==> src/common/riscv_pkg.sv <==
package riscv_pkg;

    ////////////////////////////////////////////////////////////
    // Sizes and encodings
    ////////////////////////////////////////////////////////////
    localparam int XLEN    = 32;
    localparam int IMEM_AW = 12;  // Byte address into instruction memory
    localparam int DMEM_AW = 10;  // Word address into data RAM

    localparam logic [6:0] OP_R      = 7'b0110011;
    localparam logic [6:0] OP_I      = 7'b0010011;
    localparam logic [6:0] OP_LUI    = 7'b0110111;
    localparam logic [6:0] OP_LOAD   = 7'b0000011;
    localparam logic [6:0] OP_STORE  = 7'b0100011;
    localparam logic [6:0] OP_BRANCH = 7'b1100011;
    localparam logic [6:0] OP_JAL    = 7'b1101111;
    localparam logic [6:0] OP_SYSTEM = 7'b1110011;  // Only EBREAK here

    localparam logic [31:0] NOP_INSN = 32'h0000_0013;  // ADDI x0, x0, 0

    typedef enum logic [3:0] {
        ALU_ADD,
        ALU_SUB,
        ALU_AND,
        ALU_OR,
        ALU_XOR,
        ALU_SLT,
        ALU_PASSB  // LUI
    } alu_op_e;

    typedef enum logic [1:0] {
        WB_ALU,
        WB_MEM,
        WB_PC4
    } wb_sel_e;

    typedef enum logic [1:0] {
        FWD_REG,
        FWD_MEM,
        FWD_WB
    } fwd_sel_e;

    ////////////////////////////////////////////////////////////
    // Pipeline and port structs
    ////////////////////////////////////////////////////////////
    typedef struct packed {
        alu_op_e alu_op;
        logic    src_imm;    // B operand is the immediate
        logic    src_pc;     // A operand is the PC
        logic    mem_we;
        logic    mem_re;
        logic    reg_we;
        wb_sel_e wb_sel;
        logic    is_branch;
        logic    br_ne;      // BNE rather than BEQ
        logic    is_jal;
        logic    is_halt;
        logic    valid;      // Counts as retired
    } ctrl_t;

    typedef struct packed {
        ctrl_t           ctrl;
        logic [XLEN-1:0] pc;
        logic [XLEN-1:0] rs1_val;
        logic [XLEN-1:0] rs2_val;
        logic [XLEN-1:0] imm;
        logic [4:0]      rs1;
        logic [4:0]      rs2;
        logic [4:0]      rd;
    } id_ex_t;

    typedef struct packed {
        ctrl_t           ctrl;
        logic [XLEN-1:0] alu_res;
        logic [XLEN-1:0] store_val;
        logic [4:0]      rd;
        logic [XLEN-1:0] pc4;
    } ex_mem_t;

    typedef struct packed {
        ctrl_t           ctrl;
        logic [XLEN-1:0] wb_val;
        logic [4:0]      rd;
    } mem_wb_t;

    typedef struct packed {
        logic [DMEM_AW-1:0] addr;
        logic [XLEN-1:0]    wdata;
        logic               we;
    } dmem_req_t;

    typedef struct packed {
        logic [4:0] ra1;
        logic [4:0] ra2;
    } rf_rd_t;

    typedef struct packed {
        logic            we;
        logic [4:0]      wa;
        logic [XLEN-1:0] wd;
    } rf_wr_t;

endpackage

==> src/core/alu.sv <==
`timescale 1ns/100ps

module alu import riscv_pkg::*; (
    input  alu_op_e         op,
    input  logic [XLEN-1:0] a,
    input  logic [XLEN-1:0] b,
    input  logic            br_ne,
    output logic [XLEN-1:0] res,
    output logic            take
);

    logic lt;

    assign lt = $signed(a) < $signed(b);

    always_comb begin
        case (op)
            ALU_ADD:   res = a + b;
            ALU_SUB:   res = a - b;
            ALU_AND:   res = a & b;
            ALU_OR:    res = a | b;
            ALU_XOR:   res = a ^ b;
            ALU_SLT:   res = {{(XLEN-1){1'b0}}, lt};
            ALU_PASSB: res = b;
            default:   res = a + b;
        endcase
    end

    // BEQ or BNE condition on the raw operands
    assign take = (a == b) ^ br_ne;

endmodule

==> src/core/decode_ctrl.sv <==
`timescale 1ns/100ps

module decode_ctrl import riscv_pkg::*; (
    input  logic [31:0]     insn,
    output ctrl_t           ctrl,
    output logic [XLEN-1:0] imm,
    output rf_rd_t          rf_rd,
    output logic [4:0]      rd
);

    logic [6:0]      opcode;
    logic [2:0]      funct3;
    logic [6:0]      funct7;
    logic [XLEN-1:0] imm_i;
    logic [XLEN-1:0] imm_s;
    logic [XLEN-1:0] imm_b;
    logic [XLEN-1:0] imm_u;
    logic [XLEN-1:0] imm_j;

    // Shared by R-type and I-type arithmetic
    function automatic alu_op_e alu_sel(input logic [2:0] f3, input logic sub);
        case (f3)
            3'b000:  return sub ? ALU_SUB : ALU_ADD;
            3'b010:  return ALU_SLT;
            3'b100:  return ALU_XOR;
            3'b110:  return ALU_OR;
            3'b111:  return ALU_AND;
            default: return ALU_ADD;
        endcase
    endfunction

    assign opcode    = insn[6:0];
    assign funct3    = insn[14:12];
    assign funct7    = insn[31:25];
    assign rd        = insn[11:7];
    assign rf_rd.ra1 = insn[19:15];
    assign rf_rd.ra2 = insn[24:20];

    assign imm_i = {{20{insn[31]}}, insn[31:20]};
    assign imm_s = {{20{insn[31]}}, insn[31:25], insn[11:7]};
    assign imm_b = {{19{insn[31]}}, insn[31], insn[7], insn[30:25], insn[11:8], 1'b0};
    assign imm_u = {insn[31:12], 12'b0};
    assign imm_j = {{11{insn[31]}}, insn[31], insn[19:12], insn[20], insn[30:21], 1'b0};

    always_comb begin
        ctrl        = '0;
        ctrl.alu_op = ALU_ADD;
        ctrl.wb_sel = WB_ALU;
        ctrl.valid  = 1'b1;
        imm         = imm_i;
        case (opcode)
            OP_R: begin
                ctrl.alu_op = alu_sel(funct3, funct7[5]);
                ctrl.reg_we = 1'b1;
            end
            OP_I: begin
                ctrl.alu_op  = alu_sel(funct3, 1'b0);  // No SUBI
                ctrl.src_imm = 1'b1;
                ctrl.reg_we  = 1'b1;
            end
            OP_LUI: begin
                ctrl.alu_op  = ALU_PASSB;
                ctrl.src_imm = 1'b1;
                ctrl.reg_we  = 1'b1;
                imm          = imm_u;
            end
            OP_LOAD: begin
                ctrl.src_imm = 1'b1;
                ctrl.mem_re  = 1'b1;
                ctrl.reg_we  = 1'b1;
                ctrl.wb_sel  = WB_MEM;
            end
            OP_STORE: begin
                ctrl.src_imm = 1'b1;
                ctrl.mem_we  = 1'b1;
                imm          = imm_s;
            end
            OP_BRANCH: begin
                ctrl.is_branch = 1'b1;
                ctrl.br_ne     = funct3[0];  // BNE is funct3 001
                imm            = imm_b;
            end
            OP_JAL: begin
                ctrl.src_pc  = 1'b1;
                ctrl.src_imm = 1'b1;
                ctrl.is_jal  = 1'b1;
                ctrl.reg_we  = 1'b1;
                ctrl.wb_sel  = WB_PC4;
                imm          = imm_j;
            end
            OP_SYSTEM: ctrl.is_halt = 1'b1;
            default:   ctrl.valid   = 1'b0;  // Unknown opcode
        endcase
        if (insn == NOP_INSN) begin
            ctrl.valid = 1'b0;
        end
        if (rd == 5'd0) begin
            ctrl.reg_we = 1'b0;  // x0 stays zero
        end
    end

endmodule

==> src/core/hazard_unit.sv <==
`timescale 1ns/100ps

module hazard_unit import riscv_pkg::*; (
    input  rf_rd_t   id_rf,
    input  id_ex_t   ex,
    input  ex_mem_t  mem,
    input  mem_wb_t  wb,
    input  logic     take_branch,
    output fwd_sel_e fwd_a,
    output fwd_sel_e fwd_b,
    output logic     stall,
    output logic     flush
);

    // Nearest producer wins, so the memory stage is checked first
    function automatic fwd_sel_e fwd_for(input logic [4:0] rs,
                                         input ex_mem_t    m,
                                         input mem_wb_t    w);
        if (rs == 5'd0) begin
            return FWD_REG;
        end else if (m.ctrl.reg_we && m.rd == rs) begin
            return FWD_MEM;
        end else if (w.ctrl.reg_we && w.rd == rs) begin
            return FWD_WB;
        end
        return FWD_REG;
    endfunction

    assign fwd_a = fwd_for(ex.rs1, mem, wb);
    assign fwd_b = fwd_for(ex.rs2, mem, wb);

    // Load result is not ready until it leaves memory
    assign stall = ex.ctrl.valid & ex.ctrl.mem_re & (ex.rd != 5'd0) &
                   ((ex.rd == id_rf.ra1) | (ex.rd == id_rf.ra2));

    assign flush = take_branch;

endmodule

==> src/core/riscv_top.sv <==
`timescale 1ns/100ps

module riscv_top import riscv_pkg::*; (
    input  logic               CLK,
    input  logic               RSTn,
    output logic [IMEM_AW-1:0] imem_addr,
    output logic               imem_en,
    input  logic [31:0]        imem_data,
    output rf_rd_t             rf_rd,
    input  logic [XLEN-1:0]    rd1,
    input  logic [XLEN-1:0]    rd2,
    output rf_wr_t             rf_wr,
    output dmem_req_t          dmem_req,
    input  logic [XLEN-1:0]    dmem_rdata,
    output logic [31:0]        num_inst,
    output logic               halt
);

    logic [XLEN-1:0] pc;
    logic [31:0]     if_id_insn;
    logic [XLEN-1:0] if_id_pc;
    id_ex_t          id_ex;
    id_ex_t          id_ex_d;
    ex_mem_t         ex_mem;
    ex_mem_t         ex_mem_d;
    mem_wb_t         mem_wb;
    mem_wb_t         mem_wb_d;
    ctrl_t           dec_ctrl;
    logic [XLEN-1:0] dec_imm;
    logic [4:0]      dec_rd;
    fwd_sel_e        fwd_a;
    fwd_sel_e        fwd_b;
    logic [XLEN-1:0] fwd_a_val;
    logic [XLEN-1:0] fwd_b_val;
    logic [XLEN-1:0] alu_res;
    logic [XLEN-1:0] br_target;
    logic [XLEN-1:0] mem_val;
    logic            alu_take;
    logic            take_branch;
    logic            stall;
    logic            flush;
    logic            halt_now;
    logic            halt_q;

    function automatic logic [XLEN-1:0] fwd_mux(input fwd_sel_e        sel,
                                                input logic [XLEN-1:0] reg_val,
                                                input logic [XLEN-1:0] mem_v,
                                                input logic [XLEN-1:0] wb_v);
        case (sel)
            FWD_MEM: return mem_v;
            FWD_WB:  return wb_v;
            default: return reg_val;
        endcase
    endfunction

    ////////////////////////////////////////////////////////////
    // Fetch and decode
    ////////////////////////////////////////////////////////////
    assign imem_addr = pc[IMEM_AW-1:0];
    assign imem_en   = ~halt;

    decode_ctrl i_decode_ctrl (
        .insn  (if_id_insn),
        .ctrl  (dec_ctrl),
        .imm   (dec_imm),
        .rf_rd (rf_rd),
        .rd    (dec_rd)
    );

    assign id_ex_d = '{ctrl: dec_ctrl, pc: if_id_pc, rs1_val: rd1, rs2_val: rd2,
                       imm: dec_imm, rs1: rf_rd.ra1, rs2: rf_rd.ra2, rd: dec_rd};

    hazard_unit i_hazard_unit (
        .id_rf       (rf_rd),
        .ex          (id_ex),
        .mem         (ex_mem),
        .wb          (mem_wb),
        .take_branch (take_branch),
        .fwd_a       (fwd_a),
        .fwd_b       (fwd_b),
        .stall       (stall),
        .flush       (flush)
    );

    ////////////////////////////////////////////////////////////
    // Execute
    ////////////////////////////////////////////////////////////
    assign fwd_a_val = fwd_mux(fwd_a, id_ex.rs1_val, mem_val, mem_wb.wb_val);
    assign fwd_b_val = fwd_mux(fwd_b, id_ex.rs2_val, mem_val, mem_wb.wb_val);

    alu i_alu (
        .op    (id_ex.ctrl.alu_op),
        .a     (id_ex.ctrl.src_pc ? id_ex.pc : fwd_a_val),
        .b     (id_ex.ctrl.src_imm ? id_ex.imm : fwd_b_val),
        .br_ne (id_ex.ctrl.br_ne),
        .res   (alu_res),
        .take  (alu_take)
    );

    assign br_target   = id_ex.pc + id_ex.imm;  // Branch and JAL share the PC-relative target
    assign take_branch = id_ex.ctrl.valid &
                         (id_ex.ctrl.is_jal | (id_ex.ctrl.is_branch & alu_take));

    assign ex_mem_d = '{ctrl: id_ex.ctrl, alu_res: alu_res, store_val: fwd_b_val,
                        rd: id_ex.rd, pc4: id_ex.pc + 32'd4};

    ////////////////////////////////////////////////////////////
    // Memory and writeback
    ////////////////////////////////////////////////////////////
    assign dmem_req.addr  = ex_mem.alu_res[DMEM_AW+1:2];
    assign dmem_req.wdata = ex_mem.store_val;
    assign dmem_req.we    = ex_mem.ctrl.mem_we & ex_mem.ctrl.valid & ~halt;  // No stores past EBREAK

    always_comb begin
        case (ex_mem.ctrl.wb_sel)
            WB_MEM:  mem_val = dmem_rdata;
            WB_PC4:  mem_val = ex_mem.pc4;  // JAL link
            default: mem_val = ex_mem.alu_res;
        endcase
    end

    assign mem_wb_d = '{ctrl: ex_mem.ctrl, wb_val: mem_val, rd: ex_mem.rd};

    assign halt_now = mem_wb.ctrl.valid & mem_wb.ctrl.is_halt;
    assign halt     = halt_q | halt_now;

    assign rf_wr.we = mem_wb.ctrl.reg_we & mem_wb.ctrl.valid & ~halt_q;
    assign rf_wr.wa = mem_wb.rd;
    assign rf_wr.wd = mem_wb.wb_val;

    always_ff @(posedge CLK) begin
        if (RSTn) begin
            pc         <= '0;
            if_id_insn <= NOP_INSN;
            if_id_pc   <= '0;
            id_ex      <= '0;
            ex_mem     <= '0;
            mem_wb     <= '0;
            num_inst   <= '0;
            halt_q     <= 1'b0;
        end else begin
            if (!halt) begin
                if (flush) begin
                    pc <= br_target;  // Redirect from execute
                end else if (!stall) begin
                    pc <= pc + 32'd4;
                end
            end
            if (flush || halt) begin
                if_id_insn <= NOP_INSN;  // Squash the slot behind the branch
            end else if (!stall) begin
                if_id_insn <= imem_data;
                if_id_pc   <= pc;
            end
            id_ex  <= (flush || stall) ? id_ex_t'('0) : id_ex_d;  // Bubble
            ex_mem <= ex_mem_d;
            mem_wb <= mem_wb_d;
            if (mem_wb.ctrl.valid && !halt_q) begin
                num_inst <= num_inst + 32'd1;
            end
            if (halt_now) begin
                halt_q <= 1'b1;  // Sticky until reset
            end
        end
    end

endmodule

==> config.mk <==
export PLATFORM = sky130hd
export DESIGN_NAME = riscv_top
export DESIGN_NICKNAME = d
export VERILOG_FILES = /design/src/common/riscv_pkg.sv /design/src/core/alu.sv /design/src/core/decode_ctrl.sv /design/src/core/hazard_unit.sv /design/src/core/riscv_top.sv
export SDC_FILE = /design/constraint.sdc
export NUM_CORES = 1
export LEC_CHECK = 0
export BUFFER_PORTS_ARGS = -buffer_cell sky130_fd_sc_hd__buf_2
export CAP_MARGIN = 30
export CORE_ASPECT_RATIO = 1.4
export CORE_UTILIZATION = 35
export DETAILED_ROUTE_END_ITERATION = 8
export GPL_ROUTABILITY_DRIVEN = 0
export HOLD_SLACK_MARGIN = 0.15
export RECOVER_POWER = 50
export SYNTH_ARGS = -nofsm -noshare
export SYNTH_HDL_FRONTEND = slang
export SYNTH_SLANG_ARGS = --single-unit
==> constraint.sdc <==
create_clock -name CLK -period 5.05 [get_ports CLK]
set_clock_uncertainty 0.05 [all_clocks]
set_input_delay 1.01 -clock CLK [delete_from_list [all_inputs] [get_ports CLK]]
set_output_delay 1.01 -clock CLK [all_outputs]
set_load 0.01 [all_outputs]
==> metrics.md, run 1 <==
| Metric | Value |
|---|---|
| Slew at the pin closest to its max-slew limit | 1049 ps |
| Area of the multi-input gates | 0.01495 mm2 |
| I/O pins | 267 |
| Core ar. | 0.07051 mm2 |
| RSZ-0062 raised after global routing | true |
| Pleak | 13.22 nW |
| TritonCTS buffer count | 45 |
| Synth area leader | dfxtp_1 |
| Syn Std Cell Area | 0.02500 mm2 |
| Post-DRT Antenna Nets | 0 |
| Design area | 0.03088 mm2 |
| Nets | 3666 |
| Avg Vias per Cell | 5.536 |
| Fmax | 200.0 MHz |
| Initial antenna violation count | 14 |
| Finish-stage setup viols | 0 |
| FP Rows | 115 |
| Yosys warning total | 0 |
| Placed inst area | 0.02851 mm2 |
| Final WS setup | 49.91 ps |
| Sequential element share of the synthesized area | 34.60% |
| Starting Density | 35.45% |
| Cells after Synth | 3044 |
| Synth unique cells | 95 |
| Global-route wire length before repair | 144300 um |
| DR pass1 iterations | 6 |
| Dpl hpwl | 76170 um |
| Area delta synth->final | 23.56% |
| Worst Hold Class | reg -> reg |
| Vias in the first global route | 23232 |
| Max Transition Viols Final | 0 |
| Highest routed layer | met5 |
| Clock transition at path regs | 60 ps |
| Synth top cells by count | dfxtp_1, nor2_1, a21oi_1 |
| Crit share post-route | 99.01% |
| Wl on met1 | 37890 um |
| Clk sinks | 432 |
| Async SR Flop Fraction | 0% |
| Die Y-Extent | 318.2 um |
| CP Launch Type | register |
| Critical path class | reg -> reg |
| Worst VDD drop | 0.0002258 V |
| Fillers | 7047 |
| Final Hold Fails | 0 |
| Tot GR Track Use | 26.03% |
| Rel. slew slack | 29.88% |
| Register bit count reported by yosys | 432 |
| Total grt overflow | 0 |
| Area share of the largest cell type after synthesis | 34.60% |
| Pwr dens | 292.1 mW/mm2 |
| Status | complete, no violations |
| Starting DRC count in detailed routing | 2155 |
| Post-Place Setup Slack | -200.7 ps |
| Synth Flop Type | dfxtp_1 |
| WP data arrival | 5430 ps |
| Most frequent cell after synthesis | dfxtp_1 |
| Die area | 0.07250 mm2 |
| Register area | 0.008655 mm2 |
| Total wire length | 98440 um |
| CTS Buffer Depth | 3 |
| Routed len/inst | 22.51 um |
| H-tree depth | 2 |
| IO Port Bufs | 266 |
| CP endpoint kind | register |
| Top post-synthesis cells by area | dfxtp_1, ha_1, a21oi_1 |
| Largest net degree at the start of global routing | 95 |
| WHS | 383.2 ps |
| DR WL met2 | 46670 um |
| Root buf cell | clkbuf_16 |
| Share of cells above drive strength 1 | 23.47% |
| Number of enable flip-flop cells after synthesis | 0 |
| Remaining DRCs | 0 |
| Syn avg cell area | 8.211 um2 |
| Max_cap viols | 0 |
| Clk_lat worst skew | 610 ps |
| Pwr Total | 0.009022 W |
| Die width | 227.9 um |
| CP required | 5480 ps |
| Final min period | 5000 ps |
| DR vias | 24214 |
| Wire length on met3 | 6827 um |
| Critical path peak fanout | 15 |
| CTS tree | done |
| Mapped Nets | 3309 |
cells in the final DEF (no fill, tap or decap), types with 11 or more instances in the layout:
cell and instances:
o21ai_1 12, o21ai_0 109, a21oi_1 251, mux2_2 52, buf_12 17, nor4_1 22, a21oi_2 14, nor2_1 332
and2_1 154, a211oi_1 19, a221oi_1 20, o21a_1 13, a221o_1 65, buf_4 272, inv_1 123, nor2b_1 36
nand2b_1 33, and3_1 36, clkbuf_1 55, ha_4 14, mux2i_1 48, dfxtp_1 427, clkbuf_16 47, buf_2 232
a31oi_1 21, buf_6 11, or2_2 11, a22oi_1 38, or3_1 25, xor2_1 63, a21o_1 31, ha_1 117
o21bai_1 13, o211ai_1 17, xnor2_1 78, nand3_1 71, nor3_1 43, nand4_1 34, nand2_1 225
timing repair:
| action | in CTS | in global routing |
|---|---|---|
| setup buffers | 1 | 13 |
| hold buffers | 0 | 0 |
| gates resized for setup | 13 | 124 |
| setup endpoints to repair | 43 | 201 |
| pin swaps | 1 | 39 |
| gates cloned | 0 | 4 |
state kept, by name (all words and copies together) (netlist names):
register    flops
dmem_req       42
num_inst       32
id_ex         138
halt_q          1
ex_mem         65
rf_wr          37
ex_mem_d       18
if_id_pc       32
pc             32
if_id_insn     32
mem_wb          3
final timing paths:
check / startpoint / depth (start not counted) / to / slack, ps
worst min register to register: ex_mem_d[110] / 1 / ex_mem[110] / 380
worst max register to register: ex_mem[33] / 22 / pc[28] / 50
worst min-delay path: ex_mem_d[110] / 1 / ex_mem[110] / 380
worst max-delay path: ex_mem[33] / 22 / pc[28] / 50
final cells by class:
type | instances | area share [%]
antenna | 4 | 0.03241
clock buffer | 57 | 4.084
clock inverter | 23 | 1.288
inverter | 127 | 1.544
multi-input combinational | 2205 | 48.42
sequential | 432 | 28.02
tap | 936 | 3.792
timing repair buffer | 590 | 12.81
metrics by stage:
stage / std cells / util (%) / TNS [ps]
2_1_floorplan: 3044 / - / 0
3_3_place_gp: 4271 / 40.42 / -6641
3_5_place_dp: 4272 / 40.44 / -7305
4_1_cts: 4353 / 42.88 / 0
5_1_grt: 4372 / 43.80 / -267.8
6_report: 4374 / 43.80 / 0
power by group:
group          internal (W)  leakage (nW)  switching (W)  total, W
logic              0.000719          8.88       0.000908   0.00163
clock network       0.00224         0.804        0.00147   0.00371
registers           0.00354          3.54       0.000138   0.00368
cells by family (layout without fill, tap and decap cells):
logic type               after synthesis  after routing  synth area share, %
AO/OA/AOI/OAI                        736            736                19.70
buffers and inverters                407            797                7.979
AND/OR/NAND/NOR                     1089           1089                21.47
XOR/XNOR                             141            141                4.941
multiplexers                         104            104                4.455
other                                  0              4                    0
adder cells (fa/ha/maj)              135            135                6.848
flip-flops                           432            432                34.60
layer usage:
layer	vias to the layer above	GRT usage, %
met1	11478	30.00
met4	12	16.29
met5	-	0
met2	1107	44.42
met3	337	4.692
li1	11280	-
worst max-delay path, stage by stage, from the launching register on:
cell and delay [ps]:
dfxtp_2 330, xor2_1 150, nor4_1 280, and3_1 250
o21ai_2 100, buf_6 140, nor2b_4 130, buf_12 150
buf_6 130, a221o_1 390, mux2_4 310, ha_4 240
buf_4 140, and4_1 250, and3_1 220, and4_1 210
o21a_4 260, o21ai_4 230, buf_12 160, nor2_2 60
buf_4 170, and3_1 180, a221o_1 330
No activity file was read; power rests on OpenSTA's default activity.
==> run 2, diff against run 1 <==
Settings changed: BUFFER_PORTS_ARGS -buffer_cell sky130_fd_sc_hd__buf_2 to -buffer_cell sky130_fd_sc_hd__buf_4.
==> run 2 against run 1 <==
Compared with the run above:
- critical path type unchanged
- clock power down 2%
- die area unchanged
- cell area grew 4.3%
- via count grew 2.0%
- maximum frequency fell by 0.51%
- the run now ends with capacitance limit, slew limit left
- register-to-register slack got worse by 30 ps
==> metrics.md, run 2 (same netlist as run 1, synthesis figures left out) <==
| Metric | Value |
|---|---|
| Most flop-heavy register | id_ex |
| Max_cap viols | 1 |
| Core ar. | 0.07051 mm2 |
| Die area | 0.07250 mm2 |
| CP endpoint kind | register |
| Critical path peak fanout | 7 |
| Finish-stage setup viols | 0 |
| Max Transition Viols Final | 60 |
| Rel. slew slack | -100.7% |
| Worst path cell trace | xor2_1 -> nor4_1 -> and3_2 -> o21ai_4 -> nor2b_4 -> buf_12 -> buf_12 -> buf_4 -> a221o_1 -> mux2_4 -> ha_1 -> nor2b_1 -> nor4_1 -> o211ai_1 -> o21ai_2 -> o211ai_2 -> a221oi_2 -> buf_4 -> o21ai_1 -> a211oi_1 -> a211oi_2 |
| WP data arrival | 5460 ps |
| Clk sinks | 432 |
| Max stage delay cell, worst path | a221o_1 |
| Die Y-Extent | 318.2 um |
| R2R setup slack | 20 ps |
| Post-DRT Antenna Nets | 0 |
| Clock transition at path regs | 80 ps |
| H-tree depth | 2 |
| Commonest non-fill, non-tap cells in the layout | buf_4, dfxtp_1, nor2_1 |
| Avg Vias per Cell | 5.580 |
| DR vias | 24696 |
| Tot GR Track Use | 26.80% |
| Delay-heaviest family, CP | compound AO/OA/AOI/OAI gates |
| Post-Place Setup Slack | -229.5 ps |
| Dpl hpwl | 78460 um |
| Final Hold Fails | 0 |
| RSZ-0062 raised after global routing | true |
| Status | finished with violations |
| FP Rows | 115 |
| CP Launch Type | register |
| IO Port Bufs | 266 |
| Initial antenna violation count | 8 |
| Final Util | 45.68% |
| Clk_lat worst skew | 620 ps |
| Hold-fix buffers, CTS | 0 |
| Slew at the pin closest to its max-slew limit | 3011 ps |
| Root buf cell | clkbuf_16 |
| Nets | 3719 |
| I/O pins | 267 |
| Max reg flops | 138 |
| Global-route wire length before repair | 147400 um |
| Remaining DRCs | 0 |
| Worst Hold Class | reg -> reg |
| Fillers | 6927 |
| Die width | 227.9 um |
| CP max stage delay | 390 ps |
| Area delta synth->final | 28.86% |
| Total wire length | 102900 um |
| Pleak | 13.79 nW |
| Critical path class | reg -> reg |
| CTS tree | done |
| Final WS setup | 24.19 ps |
| DR pass1 iterations | 6 |
| Total grt overflow | 0 |
| CTS Buffer Depth | 3 |
| TritonCTS buffer count | 46 |
| Worst VDD drop | 0.0002110 V |
| Largest net degree at the start of global routing | 94 |
| Routed len/inst | 23.24 um |
| Starting DRC count in detailed routing | 2281 |
| Failing checks | capacitance limit, slew limit |
| Final min period | 5026 ps |
| Pwr dens | 282.5 mW/mm2 |
| CP required | 5490 ps |
| WP buf/inv | 4 |
| Commonest non-fill, non-tap cell in the layout | buf_4 |
| Vias in the first global route | 23076 |
| Fmax | 199.0 MHz |
| Starting Density | 35.45% |
| Share of cells above drive strength 1 | 26.18% |
| Crit share post-route | 99.52% |
==> run 2: worst reg2reg max path, delay by kind of cell (launching register included) <==
kind                     cells  cell delay (ps)
buffers and inverters        4              580
AO/OA/AOI/OAI                9             2040
multiplexers                 1              320
XOR/XNOR                     1              160
flip-flops                   1              340
adder cells (fa/ha/maj)      1              240
AND/OR/NAND/NOR              5             1190
==> run 2: cell type report <==
class,instances,area (um2),share of cell area [%]
Clock inverter,20,304.0,0.9439
Timing Repair Buffer,642,5201,16.15
Inverter,127,479.2,1.488
Clock buffer,62,1301,4.040
Sequential cell,432,8657,26.88
Tap cell,936,1171,3.636
Multi-Input combinational cell,2205,15090,46.85
Antenna cell,2,5.005,0.01554
==> run 2: timing repair <==
action                                  CTS  global route
gates cloned                              0             5
endpoints found under the hold margin     0             0
gates resized for setup                  17           129
buffers inserted                          1            21
endpoints found under the setup margin   73           221
pin swaps                                 6            52
==> run 2: power by group <==
group          internal (W)  total, W  switching (W)
registers           0.00354   0.00369       0.000147
clock network       0.00209   0.00362        0.00153
logic              0.000844   0.00179       0.000944
total               0.00648   0.00910        0.00262
==> run 2: path summary, 6_finish.rpt <==
check,startpoint,end,cells past startpoint
setup / recovery,ex_mem[33],ex_mem[98],21
hold / removal,ex_mem[102],mem_wb[38],1
hold reg to reg,ex_mem[102],mem_wb[38],1
setup reg to reg,ex_mem[33],ex_mem[98],21
==> run 2: metal layers <==
metal / part of all wire, % / GRT usage (%) / up-vias
met3: 7.4 / 4.486 / 364
met2: 47 / 45.41 / 1242
met4: 8.1 / 18.63 / 4
met5: 0.026 / 0 / -
met1: 37 / 30.66 / 11709
li1: - / - / 11377
==> run 2: through the flow <==
step | cell area (um2) | setup TNS, ps | instances | total power [W] | hold WS [ps]
after global placement | 29510 | -14380 | 4314 | 0.005380 | 366.5
after detailed placement | 29540 | -12390 | 4316 | 0.005380 | 374.7
final | 32210 | 0 | 4426 | 0.009099 | 383.7
after global routing | 32200 | -447.8 | 4424 | 0.009380 | 401.5
after floorplan | 25000 | 0 | 3044 | 0.004617 | 363.8
after CTS | 31230 | -1.895 | 4399 | 0.008987 | 381.3
